[src/uart_macros.svh]
////////////////////////////////////////////////////////////
// UART widths, FIFO depth and register map
// include wherever a macro is needed
////////////////////////////////////////////////////////////

`ifndef UART_MACROS_SVH
`define UART_MACROS_SVH

// byte and baud counter widths
`define UART_DW 8
`define UART_CW 16

// FIFO address width, depth is 2**AW
`define UART_FIFO_AW 4

// bit period minus one after reset, 16 clocks per bit
`define UART_BDR_RST 16'd15

// register indices
`define UART_REG_DATA 2'd0
`define UART_REG_STAT 2'd1
`define UART_REG_BDR  2'd2

`endif
[src/uart_pkg.sv]
////////////////////////////////////////////////////////////
// UART types shared by the RTL and the testbench
////////////////////////////////////////////////////////////

`include "uart_macros.svh"

package uart_pkg;

  // one UART byte
  typedef logic [`UART_DW-1:0] data_t;

  // bit period minus one, in clock cycles
  typedef logic [`UART_CW-1:0] bdr_t;

  // FIFO occupancy, 0 to full depth
  typedef logic [`UART_FIFO_AW:0] cnt_t;

  // register index and bus word
  typedef logic [1:0]  adr_t;
  typedef logic [31:0] word_t;

  // serializer FSM
  typedef enum logic [1:0] {
    ser_idle,
    ser_start,
    ser_data,
    ser_stop
  } ser_state_t;

  // deserializer FSM
  typedef enum logic [1:0] {
    des_idle,
    des_start,
    des_data,
    des_stop
  } des_state_t;

endpackage

[src/uart_top.sv]
////////////////////////////////////////////////////////////
// UART controller top, register bus in and serial pins out
////////////////////////////////////////////////////////////

`timescale 1ns/1ps

module uart_top (
  input  logic            clk,
  input  logic            rst_n,
  // register bus
  input  logic            bus_vld,
  input  logic            bus_wen,
  input  uart_pkg::adr_t  bus_adr,
  input  uart_pkg::word_t bus_wdt,
  output uart_pkg::word_t bus_rdt,
  // serial pins
  input  logic            uart_rxd,
  output logic            uart_txd
);

  import uart_pkg::*;

  // registers to FIFOs
  logic  txf_vld, rxf_vld;
  data_t txf_dat, rxf_dat;
  logic  txf_rdy, rxf_rdy;
  cnt_t  txf_cnt, rxf_cnt;

  // FIFOs to serdes
  logic  txs_vld, rxs_vld;
  data_t txs_dat, rxs_dat;
  logic  txs_rdy, rxs_rdy;

  logic  frm_err;
  bdr_t  cfg_bdr;

  ////////////////////////////////////////////////////////////
  // registers
  ////////////////////////////////////////////////////////////

  uart_regs regs (
    .clk     (clk),
    .rst_n   (rst_n),
    .bus_vld (bus_vld),
    .bus_wen (bus_wen),
    .bus_adr (bus_adr),
    .bus_wdt (bus_wdt),
    .bus_rdt (bus_rdt),
    .txf_vld (txf_vld),
    .txf_dat (txf_dat),
    .txf_rdy (txf_rdy),
    .txf_cnt (txf_cnt),
    .rxf_vld (rxf_vld),
    .rxf_dat (rxf_dat),
    .rxf_rdy (rxf_rdy),
    .rxf_cnt (rxf_cnt),
    .rxs_vld (rxs_vld),
    .rxs_rdy (rxs_rdy),
    .frm_err (frm_err),
    .cfg_bdr (cfg_bdr)
  );

  ////////////////////////////////////////////////////////////
  // TX channel
  ////////////////////////////////////////////////////////////

  uart_fifo tx_fifo (
    .clk     (clk),
    .rst_n   (rst_n),
    .sti_vld (txf_vld),
    .sti_dat (txf_dat),
    .sti_rdy (txf_rdy),
    .sto_vld (txs_vld),
    .sto_dat (txs_dat),
    .sto_rdy (txs_rdy),
    .cnt     (txf_cnt)
  );

  uart_ser ser (
    .clk     (clk),
    .rst_n   (rst_n),
    .cfg_bdr (cfg_bdr),
    .str_vld (txs_vld),
    .str_dat (txs_dat),
    .str_rdy (txs_rdy),
    .txd     (uart_txd)
  );

  ////////////////////////////////////////////////////////////
  // RX channel
  ////////////////////////////////////////////////////////////

  uart_fifo rx_fifo (
    .clk     (clk),
    .rst_n   (rst_n),
    .sti_vld (rxs_vld),
    .sti_dat (rxs_dat),
    .sti_rdy (rxs_rdy),
    .sto_vld (rxf_vld),
    .sto_dat (rxf_dat),
    .sto_rdy (rxf_rdy),
    .cnt     (rxf_cnt)
  );

  uart_des des (
    .clk     (clk),
    .rst_n   (rst_n),
    .cfg_bdr (cfg_bdr),
    .rxd     (uart_rxd),
    .str_vld (rxs_vld),
    .str_dat (rxs_dat),
    .frm_err (frm_err)
  );

endmodule

[src/uart_regs.sv]
////////////////////////////////////////////////////////////
// bus register file, FIFO access, baud and status flags
////////////////////////////////////////////////////////////

`timescale 1ns/1ps

`include "uart_macros.svh"

module uart_regs (
  input  logic            clk,
  input  logic            rst_n,
  // register bus
  input  logic            bus_vld,
  input  logic            bus_wen,
  input  uart_pkg::adr_t  bus_adr,
  input  uart_pkg::word_t bus_wdt,
  output uart_pkg::word_t bus_rdt,
  // TX FIFO write side
  output logic            txf_vld,
  output uart_pkg::data_t txf_dat,
  input  logic            txf_rdy,
  input  uart_pkg::cnt_t  txf_cnt,
  // RX FIFO read side
  input  logic            rxf_vld,
  input  uart_pkg::data_t rxf_dat,
  output logic            rxf_rdy,
  input  uart_pkg::cnt_t  rxf_cnt,
  // receiver status
  input  logic            rxs_vld,
  input  logic            rxs_rdy,
  input  logic            frm_err,
  // bit period to both serdes
  output uart_pkg::bdr_t  cfg_bdr
);

  import uart_pkg::*;

  logic  wr_req;
  logic  rd_req;
  logic  stat_rd;
  // sticky flags
  logic  ovr;
  logic  ferr;
  word_t rd_mux;

  ////////////////////////////////////////////////////////////
  // decode
  ////////////////////////////////////////////////////////////

  assign wr_req  = bus_vld && bus_wen;
  assign rd_req  = bus_vld && !bus_wen;
  assign stat_rd = rd_req && (bus_adr == `UART_REG_STAT);

  // push dropped when the TX FIFO is full
  assign txf_vld = wr_req && (bus_adr == `UART_REG_DATA) && txf_rdy;
  assign txf_dat = bus_wdt[`UART_DW-1:0];
  // pop only takes effect when rxf_vld
  assign rxf_rdy = rd_req && (bus_adr == `UART_REG_DATA);

  always_comb begin
    case (bus_adr)
      `UART_REG_DATA: rd_mux = rxf_vld ? {23'd0, 1'b1, rxf_dat} : '0;
      `UART_REG_STAT: rd_mux = {14'd0, ovr, ferr, 3'd0, rxf_cnt, 3'd0, txf_cnt};
      `UART_REG_BDR:  rd_mux = {{(32-`UART_CW){1'b0}}, cfg_bdr};
      default:        rd_mux = '0;
    endcase
  end

  ////////////////////////////////////////////////////////////
  // registers
  ////////////////////////////////////////////////////////////

  always_ff @(posedge clk) begin
    if (!rst_n) begin
      cfg_bdr <= `UART_BDR_RST;
      bus_rdt <= '0;
      ovr     <= 1'b0;
      ferr    <= 1'b0;
    end else begin
      if (wr_req && (bus_adr == `UART_REG_BDR)) begin
        cfg_bdr <= bus_wdt[`UART_CW-1:0];
      end
      // read data holds between reads
      if (rd_req) begin
        bus_rdt <= rd_mux;
      end
      // a new event wins over the clearing read
      ovr  <= (ovr && !stat_rd) || (rxs_vld && !rxs_rdy);
      ferr <= (ferr && !stat_rd) || frm_err;
    end
  end

endmodule

[src/uart_des.sv]
////////////////////////////////////////////////////////////
// UART receiver, 8N1 frames sampled mid-bit
// good bytes pulse str_vld, bad stop bits pulse frm_err
////////////////////////////////////////////////////////////

`timescale 1ns/1ps

`include "uart_macros.svh"

module uart_des (
  input  logic            clk,
  input  logic            rst_n,
  // configuration
  input  uart_pkg::bdr_t  cfg_bdr,
  // serial input
  input  logic            rxd,
  // parallel stream, no ready
  output logic            str_vld,
  output uart_pkg::data_t str_dat,
  // stop bit was low
  output logic            frm_err
);

  import uart_pkg::*;

  // two-flop synchronizer
  logic [1:0] sync;
  logic       rxd_s;

  des_state_t state;
  logic [2:0] idx;
  // line still low after a bad stop bit
  logic       hold;
  data_t      sh;
  logic       tim_run;
  logic       half;

  always_ff @(posedge clk) begin
    if (!rst_n) begin
      // line idles high
      sync <= 2'b11;
    end else begin
      sync <= {sync[0], rxd};
    end
  end

  assign rxd_s = sync[1];

  ////////////////////////////////////////////////////////////
  // bit timing
  ////////////////////////////////////////////////////////////

  // timer starts in the same cycle the edge shows up
  assign tim_run = (state != des_idle) || !rxd_s;

  uart_baud_timer tmr (
    .clk     (clk),
    .rst_n   (rst_n),
    .start   (tim_run),
    .cfg_bdr (cfg_bdr),
    .half    (half),
    .tick    ()
  );

  ////////////////////////////////////////////////////////////
  // FSM
  ////////////////////////////////////////////////////////////

  always_ff @(posedge clk) begin
    if (!rst_n) begin
      state   <= des_idle;
      idx     <= '0;
      hold    <= 1'b0;
      str_vld <= 1'b0;
      frm_err <= 1'b0;
    end else begin
      // single cycle pulses
      str_vld <= 1'b0;
      frm_err <= 1'b0;
      case (state)
        des_idle: begin
          if (!rxd_s) begin
            state <= des_start;
          end
        end
        des_start: begin
          if (half) begin
            // glitch returns to idle
            state <= rxd_s ? des_idle : des_data;
            idx   <= '0;
          end
        end
        des_data: begin
          if (half) begin
            if (idx == 3'd7) begin
              state <= des_stop;
            end
            idx <= idx + 3'd1;
          end
        end
        des_stop: begin
          if (hold) begin
            // wait out a break
            if (rxd_s) begin
              state <= des_idle;
              hold  <= 1'b0;
            end
          end else if (half) begin
            if (rxd_s) begin
              str_vld <= 1'b1;
              state   <= des_idle;
            end else begin
              frm_err <= 1'b1;
              hold    <= 1'b1;
            end
          end
        end
        default: state <= des_idle;
      endcase
    end
  end

  // LSB arrives first and ends up at bit 0
  always_ff @(posedge clk) begin
    if (half && (state == des_data)) begin
      sh <= {rxd_s, sh[`UART_DW-1:1]};
    end
  end

  assign str_dat = sh;

endmodule

[src/uart_ser.sv]
////////////////////////////////////////////////////////////
// UART transmitter, 8N1 frames from a valid/ready stream
////////////////////////////////////////////////////////////

`timescale 1ns/1ps

module uart_ser (
  input  logic            clk,
  input  logic            rst_n,
  // configuration
  input  uart_pkg::bdr_t  cfg_bdr,
  // parallel stream
  input  logic            str_vld,
  input  uart_pkg::data_t str_dat,
  output logic            str_rdy,
  // serial output
  output logic            txd
);

  import uart_pkg::*;

  ser_state_t state;
  // data bit index
  logic [2:0] idx;
  // byte shifts out LSB first
  data_t      sh;
  // period of the frame in flight
  bdr_t       bdr_q;
  bdr_t       tim_bdr;
  logic       tim_run;
  logic       tick;

  ////////////////////////////////////////////////////////////
  // bit timing
  ////////////////////////////////////////////////////////////

  assign tim_run = (state != ser_idle);

  // accept when idle or at the end of the stop bit
  assign str_rdy = str_vld && ((state == ser_idle) || ((state == ser_stop) && tick));

  // new frame takes the live period
  assign tim_bdr = str_rdy ? cfg_bdr : bdr_q;

  uart_baud_timer tmr (
    .clk     (clk),
    .rst_n   (rst_n),
    .start   (tim_run),
    .cfg_bdr (tim_bdr),
    .half    (),
    .tick    (tick)
  );

  ////////////////////////////////////////////////////////////
  // FSM
  ////////////////////////////////////////////////////////////

  always_ff @(posedge clk) begin
    if (!rst_n) begin
      state <= ser_idle;
      idx   <= '0;
      txd   <= 1'b1;
    end else begin
      case (state)
        ser_idle: begin
          if (str_rdy) begin
            state <= ser_start;
            txd   <= 1'b0;
          end
        end
        ser_start: begin
          if (tick) begin
            state <= ser_data;
            idx   <= '0;
            txd   <= sh[0];
          end
        end
        ser_data: begin
          if (tick) begin
            if (idx == 3'd7) begin
              state <= ser_stop;
              txd   <= 1'b1;
            end else begin
              idx <= idx + 3'd1;
              txd <= sh[0];
            end
          end
        end
        ser_stop: begin
          // back to back frames skip idle
          if (str_rdy) begin
            state <= ser_start;
            txd   <= 1'b0;
          end else if (tick) begin
            state <= ser_idle;
          end
        end
        default: state <= ser_idle;
      endcase
    end
  end

  // shift register and frame period
  always_ff @(posedge clk) begin
    if (str_rdy) begin
      sh    <= str_dat;
      bdr_q <= cfg_bdr;
    end else if (tick && (state != ser_stop)) begin
      sh <= sh >> 1;
    end
  end

endmodule

[src/uart_fifo.sv]
////////////////////////////////////////////////////////////
// synchronous byte FIFO with valid/ready on both sides
// shared depth for the TX and RX channels
////////////////////////////////////////////////////////////

`timescale 1ns/1ps

`include "uart_macros.svh"

module uart_fifo (
  input  logic            clk,
  input  logic            rst_n,
  // write side
  input  logic            sti_vld,
  input  uart_pkg::data_t sti_dat,
  output logic            sti_rdy,
  // read side
  output logic            sto_vld,
  output uart_pkg::data_t sto_dat,
  input  logic            sto_rdy,
  // occupancy
  output uart_pkg::cnt_t  cnt
);

  import uart_pkg::*;

  localparam int unsigned fifo_aw = `UART_FIFO_AW;
  localparam int unsigned fifo_sz = 2**fifo_aw;

  // storage
  data_t mem [fifo_sz];

  // pointers carry one extra wrap bit
  logic [fifo_aw:0] wr_ptr;
  logic [fifo_aw:0] rd_ptr;

  logic full;
  logic empty;
  logic push;
  logic pop;

  ////////////////////////////////////////////////////////////
  // status
  ////////////////////////////////////////////////////////////

  // same address, same wrap bit
  assign empty = (wr_ptr == rd_ptr);
  // same address, opposite wrap bit
  assign full  = (wr_ptr == {~rd_ptr[fifo_aw], rd_ptr[fifo_aw-1:0]});

  assign cnt = wr_ptr - rd_ptr;

  ////////////////////////////////////////////////////////////
  // handshake
  ////////////////////////////////////////////////////////////

  assign sto_vld = !empty;
  // a pop in the same cycle frees a slot when full
  assign sti_rdy = !full || sto_rdy;

  assign push = sti_vld && sti_rdy;
  assign pop  = sto_vld && sto_rdy;

  // head of queue
  assign sto_dat = mem[rd_ptr[fifo_aw-1:0]];

  ////////////////////////////////////////////////////////////
  // pointers and storage
  ////////////////////////////////////////////////////////////

  always_ff @(posedge clk) begin
    if (!rst_n) begin
      wr_ptr <= '0;
      rd_ptr <= '0;
    end else begin
      if (push) begin
        wr_ptr <= wr_ptr + 1'b1;
      end
      if (pop) begin
        rd_ptr <= rd_ptr + 1'b1;
      end
    end
  end

  // write port
  always_ff @(posedge clk) begin
    if (push) begin
      mem[wr_ptr[fifo_aw-1:0]] <= sti_dat;
    end
  end

endmodule

[src/uart_baud_timer.sv]
////////////////////////////////////////////////////////////
// bit period timer for one serdes block
// runs while start is high, preloads the period while low
////////////////////////////////////////////////////////////

`timescale 1ns/1ps

module uart_baud_timer (
  input  logic           clk,
  input  logic           rst_n,
  input  logic           start,
  input  uart_pkg::bdr_t cfg_bdr,
  output logic           half,
  output logic           tick
);

  import uart_pkg::*;

  // down counter
  bdr_t cnt;
  // mid-period count value
  bdr_t mid;

  assign mid = cfg_bdr >> 1;

  ////////////////////////////////////////////////////////////
  // counter
  ////////////////////////////////////////////////////////////

  always_ff @(posedge clk) begin
    if (!rst_n) begin
      cnt <= '0;
    end else if (!start) begin
      // idle, hold the full period ready
      cnt <= cfg_bdr;
    end else if (cnt == '0) begin
      // wrap and restart the next period
      cnt <= cfg_bdr;
    end else begin
      cnt <= cnt - 1'b1;
    end
  end

  ////////////////////////////////////////////////////////////
  // tick outputs
  ////////////////////////////////////////////////////////////

  // end of each bit period
  assign tick = start && (cnt == '0);

  // middle of each bit period
  // first one lands mid start bit when start follows the edge
  assign half = start && (cnt == mid);

endmodule

[config.mk]
export PLATFORM = sky130hd
export DESIGN_NAME = uart_top
export DESIGN_NICKNAME = d
export VERILOG_FILES = /design/src/uart_pkg.sv /design/src/uart_top.sv /design/src/uart_regs.sv /design/src/uart_des.sv /design/src/uart_ser.sv /design/src/uart_fifo.sv /design/src/uart_baud_timer.sv
export VERILOG_INCLUDE_DIRS = /design/src
export SDC_FILE = /design/constraint.sdc
export NUM_CORES = 1
export LEC_CHECK = 0
export ABC_CLOCK_PERIOD_IN_PS = 6400
export BUFFER_PORTS_ARGS = -buffer_cell sky130_fd_sc_hd__buf_2
export CAP_MARGIN = 0
export CORE_ASPECT_RATIO = 2
export CORE_MARGIN = 5
export CORE_UTILIZATION = 62
export DETAILED_ROUTE_END_ITERATION = 10
export PLACE_DENSITY = 0.89
export SYNTH_ARGS = -nofsm -noshare
export SYNTH_HDL_FRONTEND = slang
export SYNTH_SLANG_ARGS = --single-unit
[constraint.sdc]
create_clock -name clk -period 6.4 [get_ports clk]
set_input_delay 0 -clock clk [delete_from_list [all_inputs] [get_ports clk]]
set_output_delay 0 -clock clk [all_outputs]
set_load 0.03 [all_outputs]
After elaboration in Yosys (flattened, before gate mapping) --
Memories as Yosys holds them, arrays and structs flattened. A register that Yosys moved wholly into a read port is not among the register bits. Index checks and enable logic that the tools add are counted.
Operators by class: add/sub/neg operators 10, equal/unequal tests 28, multiplexer cells 49, bitwise gates (word level) 5, reduce and logical (&&, ||, !) cells 52
Operators by type and width (number):
- case mux 32 bit (3 select lines) | 1
- 2-to-1 mux 16 bit | 5
- logical NOT 16 bit | 2
- subtractor 16 x 1 -> 16 bit, second input constant | 2
- 2-to-1 mux 2 bit | 14
- adder 5 x 1 -> 5 bit, second input constant | 4
- == test 5 bit | 4
- logical AND 1 bit | 20
- == test 16 x 15 -> 1 bit | 1
- 2-to-1 mux 4 bit | 4
- 2-to-1 mux 8 bit | 2
- inequality test 2 x 1 -> 1 bit, second input constant | 8
- case mux 2 bit (4 select lines) | 2
- 2-to-1 mux 3 bit | 5
- 2-to-1 mux 1 bit | 12
- case mux 3 bit (2 select lines) | 2
- == test 2 bit, second input constant | 5
- AND reduction 5 bit | 2
- nonzero test 2 bit | 5
- subtractor 5 bit | 2
- 2-to-1 mux 9 bit | 1
- logical NOT 1 bit | 8
- adder 3 x 1 -> 3 bit, second input constant | 2
- == test 2 x 1 -> 1 bit, second input constant | 3
- other kinds (12) | 28
Storage, ports and cells: register bits after elaboration 150, RAM bits 256, input port bits 39, output and inout bits 33, logic and storage cells 168, memories 2
Memories:
- rx_fifo.mem | words 16, bits a word 8, rd ports 1, clocked after Yosys merged registers in 1, write ports 1, RTL line uart_fifo.sv:31 | data_t mem [fifo_sz];
- tx_fifo.mem | words 16, bits a word 8, rd ports 1, clocked after Yosys merged registers in 1, write ports 1, RTL line uart_fifo.sv:31

Depth between registers and ports, before layout --
depth in word-level cells 10, mapped depth 10, depth with buffers taken out 9

Cells and area by module --
Synthesis repeated with hierarchy kept, for this count alone.
Second synthesis, totals: cell total of the unflattened synthesis 1234, area, all modules 17586.9 um^2
By module, submodules not included:
- uart_fifo at tx_fifo | times used 1, cells an instance 304, area each 5680.4 um^2, sequential area each 4124.0 um^2
- uart_fifo at rx_fifo | times used 1, cells an instance 304, area each 5659.2 um^2, sequential area each 4124.0 um^2
- uart_regs | times used 1, cells an instance 203, area each 1766.7 um^2, sequential area each 720.7 um^2
- uart_ser | times used 1, cells an instance 102, area each 1426.4 um^2, sequential area each 680.7 um^2
- uart_baud_timer at des.tmr | times used 1, cells an instance 130, area each 1234.9 um^2, sequential area each 320.3 um^2
- uart_baud_timer at ser.tmr | times used 1, cells an instance 131, area each 1118.6 um^2, sequential area each 320.3 um^2
- uart_des | times used 1, cells an instance 60, area each 700.7 um^2, sequential area each 440.4 um^2

Worst setup path after synthesis --
OpenSTA, ideal clock, no wires.
kind register to register, from reg rx_fifo.wr_ptr[0], to reg rx_fifo.wr_ptr[4], library setup time 0.128 ns, arrival 2.185 ns, required time 6.272 ns, slack 4.087 ns, cell stages (with the launch flop) 8, path buffers 0, period minus slack after synthesis 2.313 ns, cells stage by stage dfxtp_1 inv_1 ha_1 nand4_1 o311ai_0 nor2_1 xnor2_1 nor2_1
On the way: longest elaborated chain between the ends 4, elaborated cells between the ends (all ways) 5, classes of those cells 1 x add/sub; 1 x eq/ne; 3 x reduce/logical
RTL lines:
- from (decl) | RTL line uart_fifo.sv:34 | logic [fifo_aw:0] wr_ptr;
- from (signal assigned) | RTL line uart_fifo.sv:77 | wr_ptr <= wr_ptr + 1'b1;
- branches (longest 4 deep; another with adder 5 x 1 -> 5 bit)
Parallel ways; which one is timed is not known. A chain may end at the register's enable or synchronous reset.

Worst setup path after layout --
from reg ser.tmr.cnt[10], to mem tx_fifo.mem[1][0] (netlist bit), enable pin
On the way: longest elaborated chain between the ends 10
RTL lines:
- from (decl) | RTL line uart_baud_timer.sv:20 | bdr_t cnt;
- from (signal assigned) | RTL line uart_baud_timer.sv:35 | cnt <= cfg_bdr;
- from (signal assigned) | RTL line uart_baud_timer.sv:38 | cnt <= cfg_bdr;
- from (signal assigned) | RTL line uart_baud_timer.sv:40 | cnt <= cnt - 1'b1;
- logical NOT 16 bit (*) | RTL line uart_baud_timer.sv:49 | assign tick = start && (cnt == '0);
- logical AND 1 bit (*) | RTL line uart_baud_timer.sv:49
- logical AND 1 bit (*) | RTL line uart_ser.sv:40 | assign str_rdy = str_vld && ((state == ser_idle) || ((state == ser_stop) && tick));
- logical OR 1 bit (*) | RTL line uart_ser.sv:40
- logical AND 1 bit (*) | RTL line uart_ser.sv:40
- logical OR 1 bit (*) | RTL line uart_fifo.sv:59 | assign sti_rdy = !full || sto_rdy;
- logical AND 1 bit | RTL line uart_regs.sv:55 | assign txf_vld = wr_req && (bus_adr == `UART_REG_DATA) && txf_rdy;
- logical AND 1 bit (*) | RTL line uart_fifo.sv:61 | assign push = sti_vld && sti_rdy;
- 2-to-1 mux 1 bit (*) | RTL line uart_fifo.sv:87 | if (push) begin
- 2-to-1 mux 1 bit (implied by the code) (*) | RTL line uart_fifo.sv:88 | mem[wr_ptr[fifo_aw-1:0]] <= sti_dat;
- to (decl) | RTL line uart_fifo.sv:31
Every way passes the cells marked *; elsewhere a longest branch is shown, timed or not.

==> impl_metrics.toml <==
[floorplan]
initial_core_util = 0.629
ios = 72
rows = 85
die_area_mm2 = 0.0310
die_w_um = 127
die_h_um = 244
fp.coreArea_mm2 = 0.0270

[timing]
tightest_slew_ns = 1.29
hold_ws_ns = 0.0444
fin_tns_setup_ns = 0
finalSetupViolations = 0
drv_slew = 0
rsz0062_at_grt = "false"
clock.fmax_ghz = 0.296
finClkSkew_ns = 0.0301
period_needed_ns = 3.38
finalCritPeriodShare = 0.528
hold_viol = 0
relSlewSlack = 0.136

[hold_path]
min_delay_path_depth = 2
holdCritPathClass = "in -> reg"

[clocking]
cts.sinks = 400
cts_max_level = 2
cts_buffer_depth = 3
cts_root_buffer = "clkbuf_16"
cts_made_buffers = 35
cts_setup_buffers = 0
clk_pin_slew_worst_paths_ns = 0.07
cts_tree = "done"
insertion_delay_ns = 0.54

[routing]
routedWlPerCell_um = 25.2
dr.first_iter.drc_count = 891
drtAntennaViolNets = 0
drt-total-wl_mm = 40.5
routed_via_density = 6.48
num_vias = 10411
drtPass1Iterations = 6
drc = 0

[logic_synthesis]
synth_area_mm2 = 0.0170
netlist_instances = 1188
ys.flop_type = "edfxtp_1"
ys.warnings.count = 0
ys_seq_elements = 400
syn-mean-instance-area_um2 = 14.3
synthArstFlopShare = 0
ys_seq_area_frac = 0.632
synth-edff-count = 272
ys_types = 70

[worst_setup_path]
start_kind = "flop"
crit_path_cell_trace = "nor4_2, and4_1, a21oi_2, buf_4, a21boi_1, and3_1"
crit_type = "reg -> reg"
end_kind = "flop"
worst-path-buf-inv = 1
slowest_stage = "a21boi_1"
rr_worst_depth = 6
path_depth = 6
crit_path_max_fanout = 23
slowest_delay_ns = 0.79
critPathRequiredTime_ns = 6.56
cp_top_family = "simple AND/OR/NAND/NOR gates"
worstPathArrival_ns = 3.54

[global_route]
grt_usage = 0.262
grt_max_degree = 77
first_global_vias = 10825
grt_pass1_wl_mm = 61.8
grt_antenna_before_repair = 0
grt_overflow_total = 0

[pwr]
power_density_mw_per_mm2 = 336
p_leak_nw = 6.32
peakVddDrop_mv = 0.268

[cells_and_area]
final_layout_size_suffix_gt1_frac = 0.179
nNetsFinal = 1307
final.fill_count = 1682
area_growth_pct = 10.6

[run]
max_cap_violations = 0

[placed_design]
numPortBuffers = 41
hpwl_mm = 27.9
place.gp.congestion = 0.915

[outcome]
outcome = "finished clean"
-- worst paths after layout --
kind / to / slack (ns) / start
worst max-delay path: tx_fifo.mem[1][0]$_DFFE_PP_ / 3.02 / ser.tmr.cnt[10]$_SDFF_PN0_
worst min-delay path: des.sync[0]$_SDFF_PN1_ / 0.04 / rst_n
worst max register to register: tx_fifo.mem[1][0]$_DFFE_PP_ / 3.02 / ser.tmr.cnt[10]$_SDFF_PN0_
worst min register to register: des.sync[1]$_SDFF_PN1_ / 0.41 / des.sync[0]$_SDFF_PN1_
-- per-stage QoR --
| stage | worst slack, ns | std cells | instance area (um2) | power (W) | utilization |
|---|---|---|---|---|---|
| after global placement | 3.31 | 1522 | 17400 | 0.00409 | 0.644 |
| after floorplan | 4.09 | 1201 | 17000 | 0.00389 | - |
| after detailed placement | 3.17 | 1522 | 17400 | 0.00413 | 0.644 |
| after global routing | 2.85 | 1605 | 18800 | 0.00655 | 0.695 |
| final | 3.02 | 1606 | 18800 | 0.00630 | 0.695 |
| after CTS | 3.11 | 1605 | 18800 | 0.00631 | 0.695 |
-- cells by family (layout without fill, tap and decap cells) --
| kind of cell | after synthesis | after routing | share of synthesized area |
|---|---|---|---|
| xor gates and xnor gates | 54 | 54 | 0.0278 |
| AOI/OAI and AO/OA | 170 | 170 | 0.0665 |
| buffers and inverters | 108 | 164 | 0.0292 |
| muxes | 108 | 108 | 0.122 |
| DFF | 400 | 400 | 0.632 |
| adders and majority gates | 37 | 37 | 0.0281 |
| other | 1 | 15 | 0.000221 |
| and+or+nand+nor | 310 | 310 | 0.0940 |
-- sequential cells by signal, indices dropped and copies added (netlist names), 2 cells and up, named ones only --
signal          flops
regs.cfg_bdr       16
rx_fifo.mem       128
tx_fifo.wr_ptr      5
regs.bus_rdt       18
des.str_dat         8
ser.idx             3
tx_fifo.rd_ptr      5
tx_fifo.mem       128
rx_fifo.wr_ptr      5
des.sync            2
des.idx             3
des.tmr.cnt        16
rx_fifo.rd_ptr      5
ser.state           2
ser.sh              8
ser.tmr.cnt        16
ser.bdr_q          16
-- cells in the mapped netlist (all sizes together) (4+ instances only) --
master,number,share of area
a211oi,26,0.011
and2,10,0.0037
dfxtp,128,0.15
o31ai,4,0.0018
xor2,30,0.015
nand4,14,0.0052
xnor2,24,0.012
clkbuf,48,0.011
ha,35,0.026
nand2,74,0.016
nor2,84,0.019
nor3,13,0.0038
and4,4,0.0021
a221oi,12,0.0062
buf,34,0.013
edfxtp,272,0.48
nand2b,7,0.0026
nand3,25,0.0074
a22oi,9,0.0040
mux4,78,0.10
nor2b,15,0.0055
and3,16,0.0059
or3,6,0.0022
or4,8,0.0035
o21ai,32,0.0094
a21oi,44,0.013
mux2i,13,0.0077
nor4,13,0.0073
mux2,17,0.011
or2,6,0.0022
inv,26,0.0057
a31oi,11,0.0041
nor3b,5,0.0022
-- layout make-up --
type / instances / area, um2 / share of cell area
antenna: 1 / 2.50 / 0.000133
tap: 348 / 435 / 0.0232
inverter: 26 / 97.6 / 0.00520
timing repair buffer: 75 / 510 / 0.0272
sequential: 400 / 10700 / 0.572
clock buffer: 38 / 908 / 0.0484
multi-input combinational: 693 / 5810 / 0.310
clock inverter: 25 / 277 / 0.0147
-- per-layer routing --
layer  global-route usage  vias up  routed length (um)
met5                    0        -                   0
met4                0.173        0                3080
met3               0.0301      157                2040
met2                0.491      463               22500
met1                0.267     5200               12900
li1                     -     4591                   -
-- worst register-to-register path: cells and delay by family, from the launching register on --
family / cells / cell delay, ns
DFF: 1 / 0.36
and+or+nand+nor: 3 / 1.53
buffers and inverters: 1 / 0.23
AOI/OAI and AO/OA: 2 / 0.89
-- repair_timing --
action,in CTS,in global routing
gates resized for setup,0,0
hold buffers,20,0
endpoints found under the hold margin,151,0
-- power breakdown --
| group | internal (W) | switching, W |
|---|---|---|
| Clock | 0.00124 | 0.000947 |
| Sequential | 0.00290 | 0.000167 |
| Combinational | 0.000455 | 0.000594 |
-- layout by cell type (no fill, tap or decap), types with 20 or more instances in the layout --
cell type	n
nand2_1	74
clkbuf_16	36
xor2_1	30
buf_2	41
o21ai_0	32
a211oi_1	26
dfxtp_1	126
inv_1	25
nor2_1	83
a21oi_1	43
ha_1	35
edfxtp_1	272
xnor2_1	24
mux4_2	78
dlygate4sd3_1	20
nand3_1	25
No activity file was read; power rests on OpenSTA's default activity.
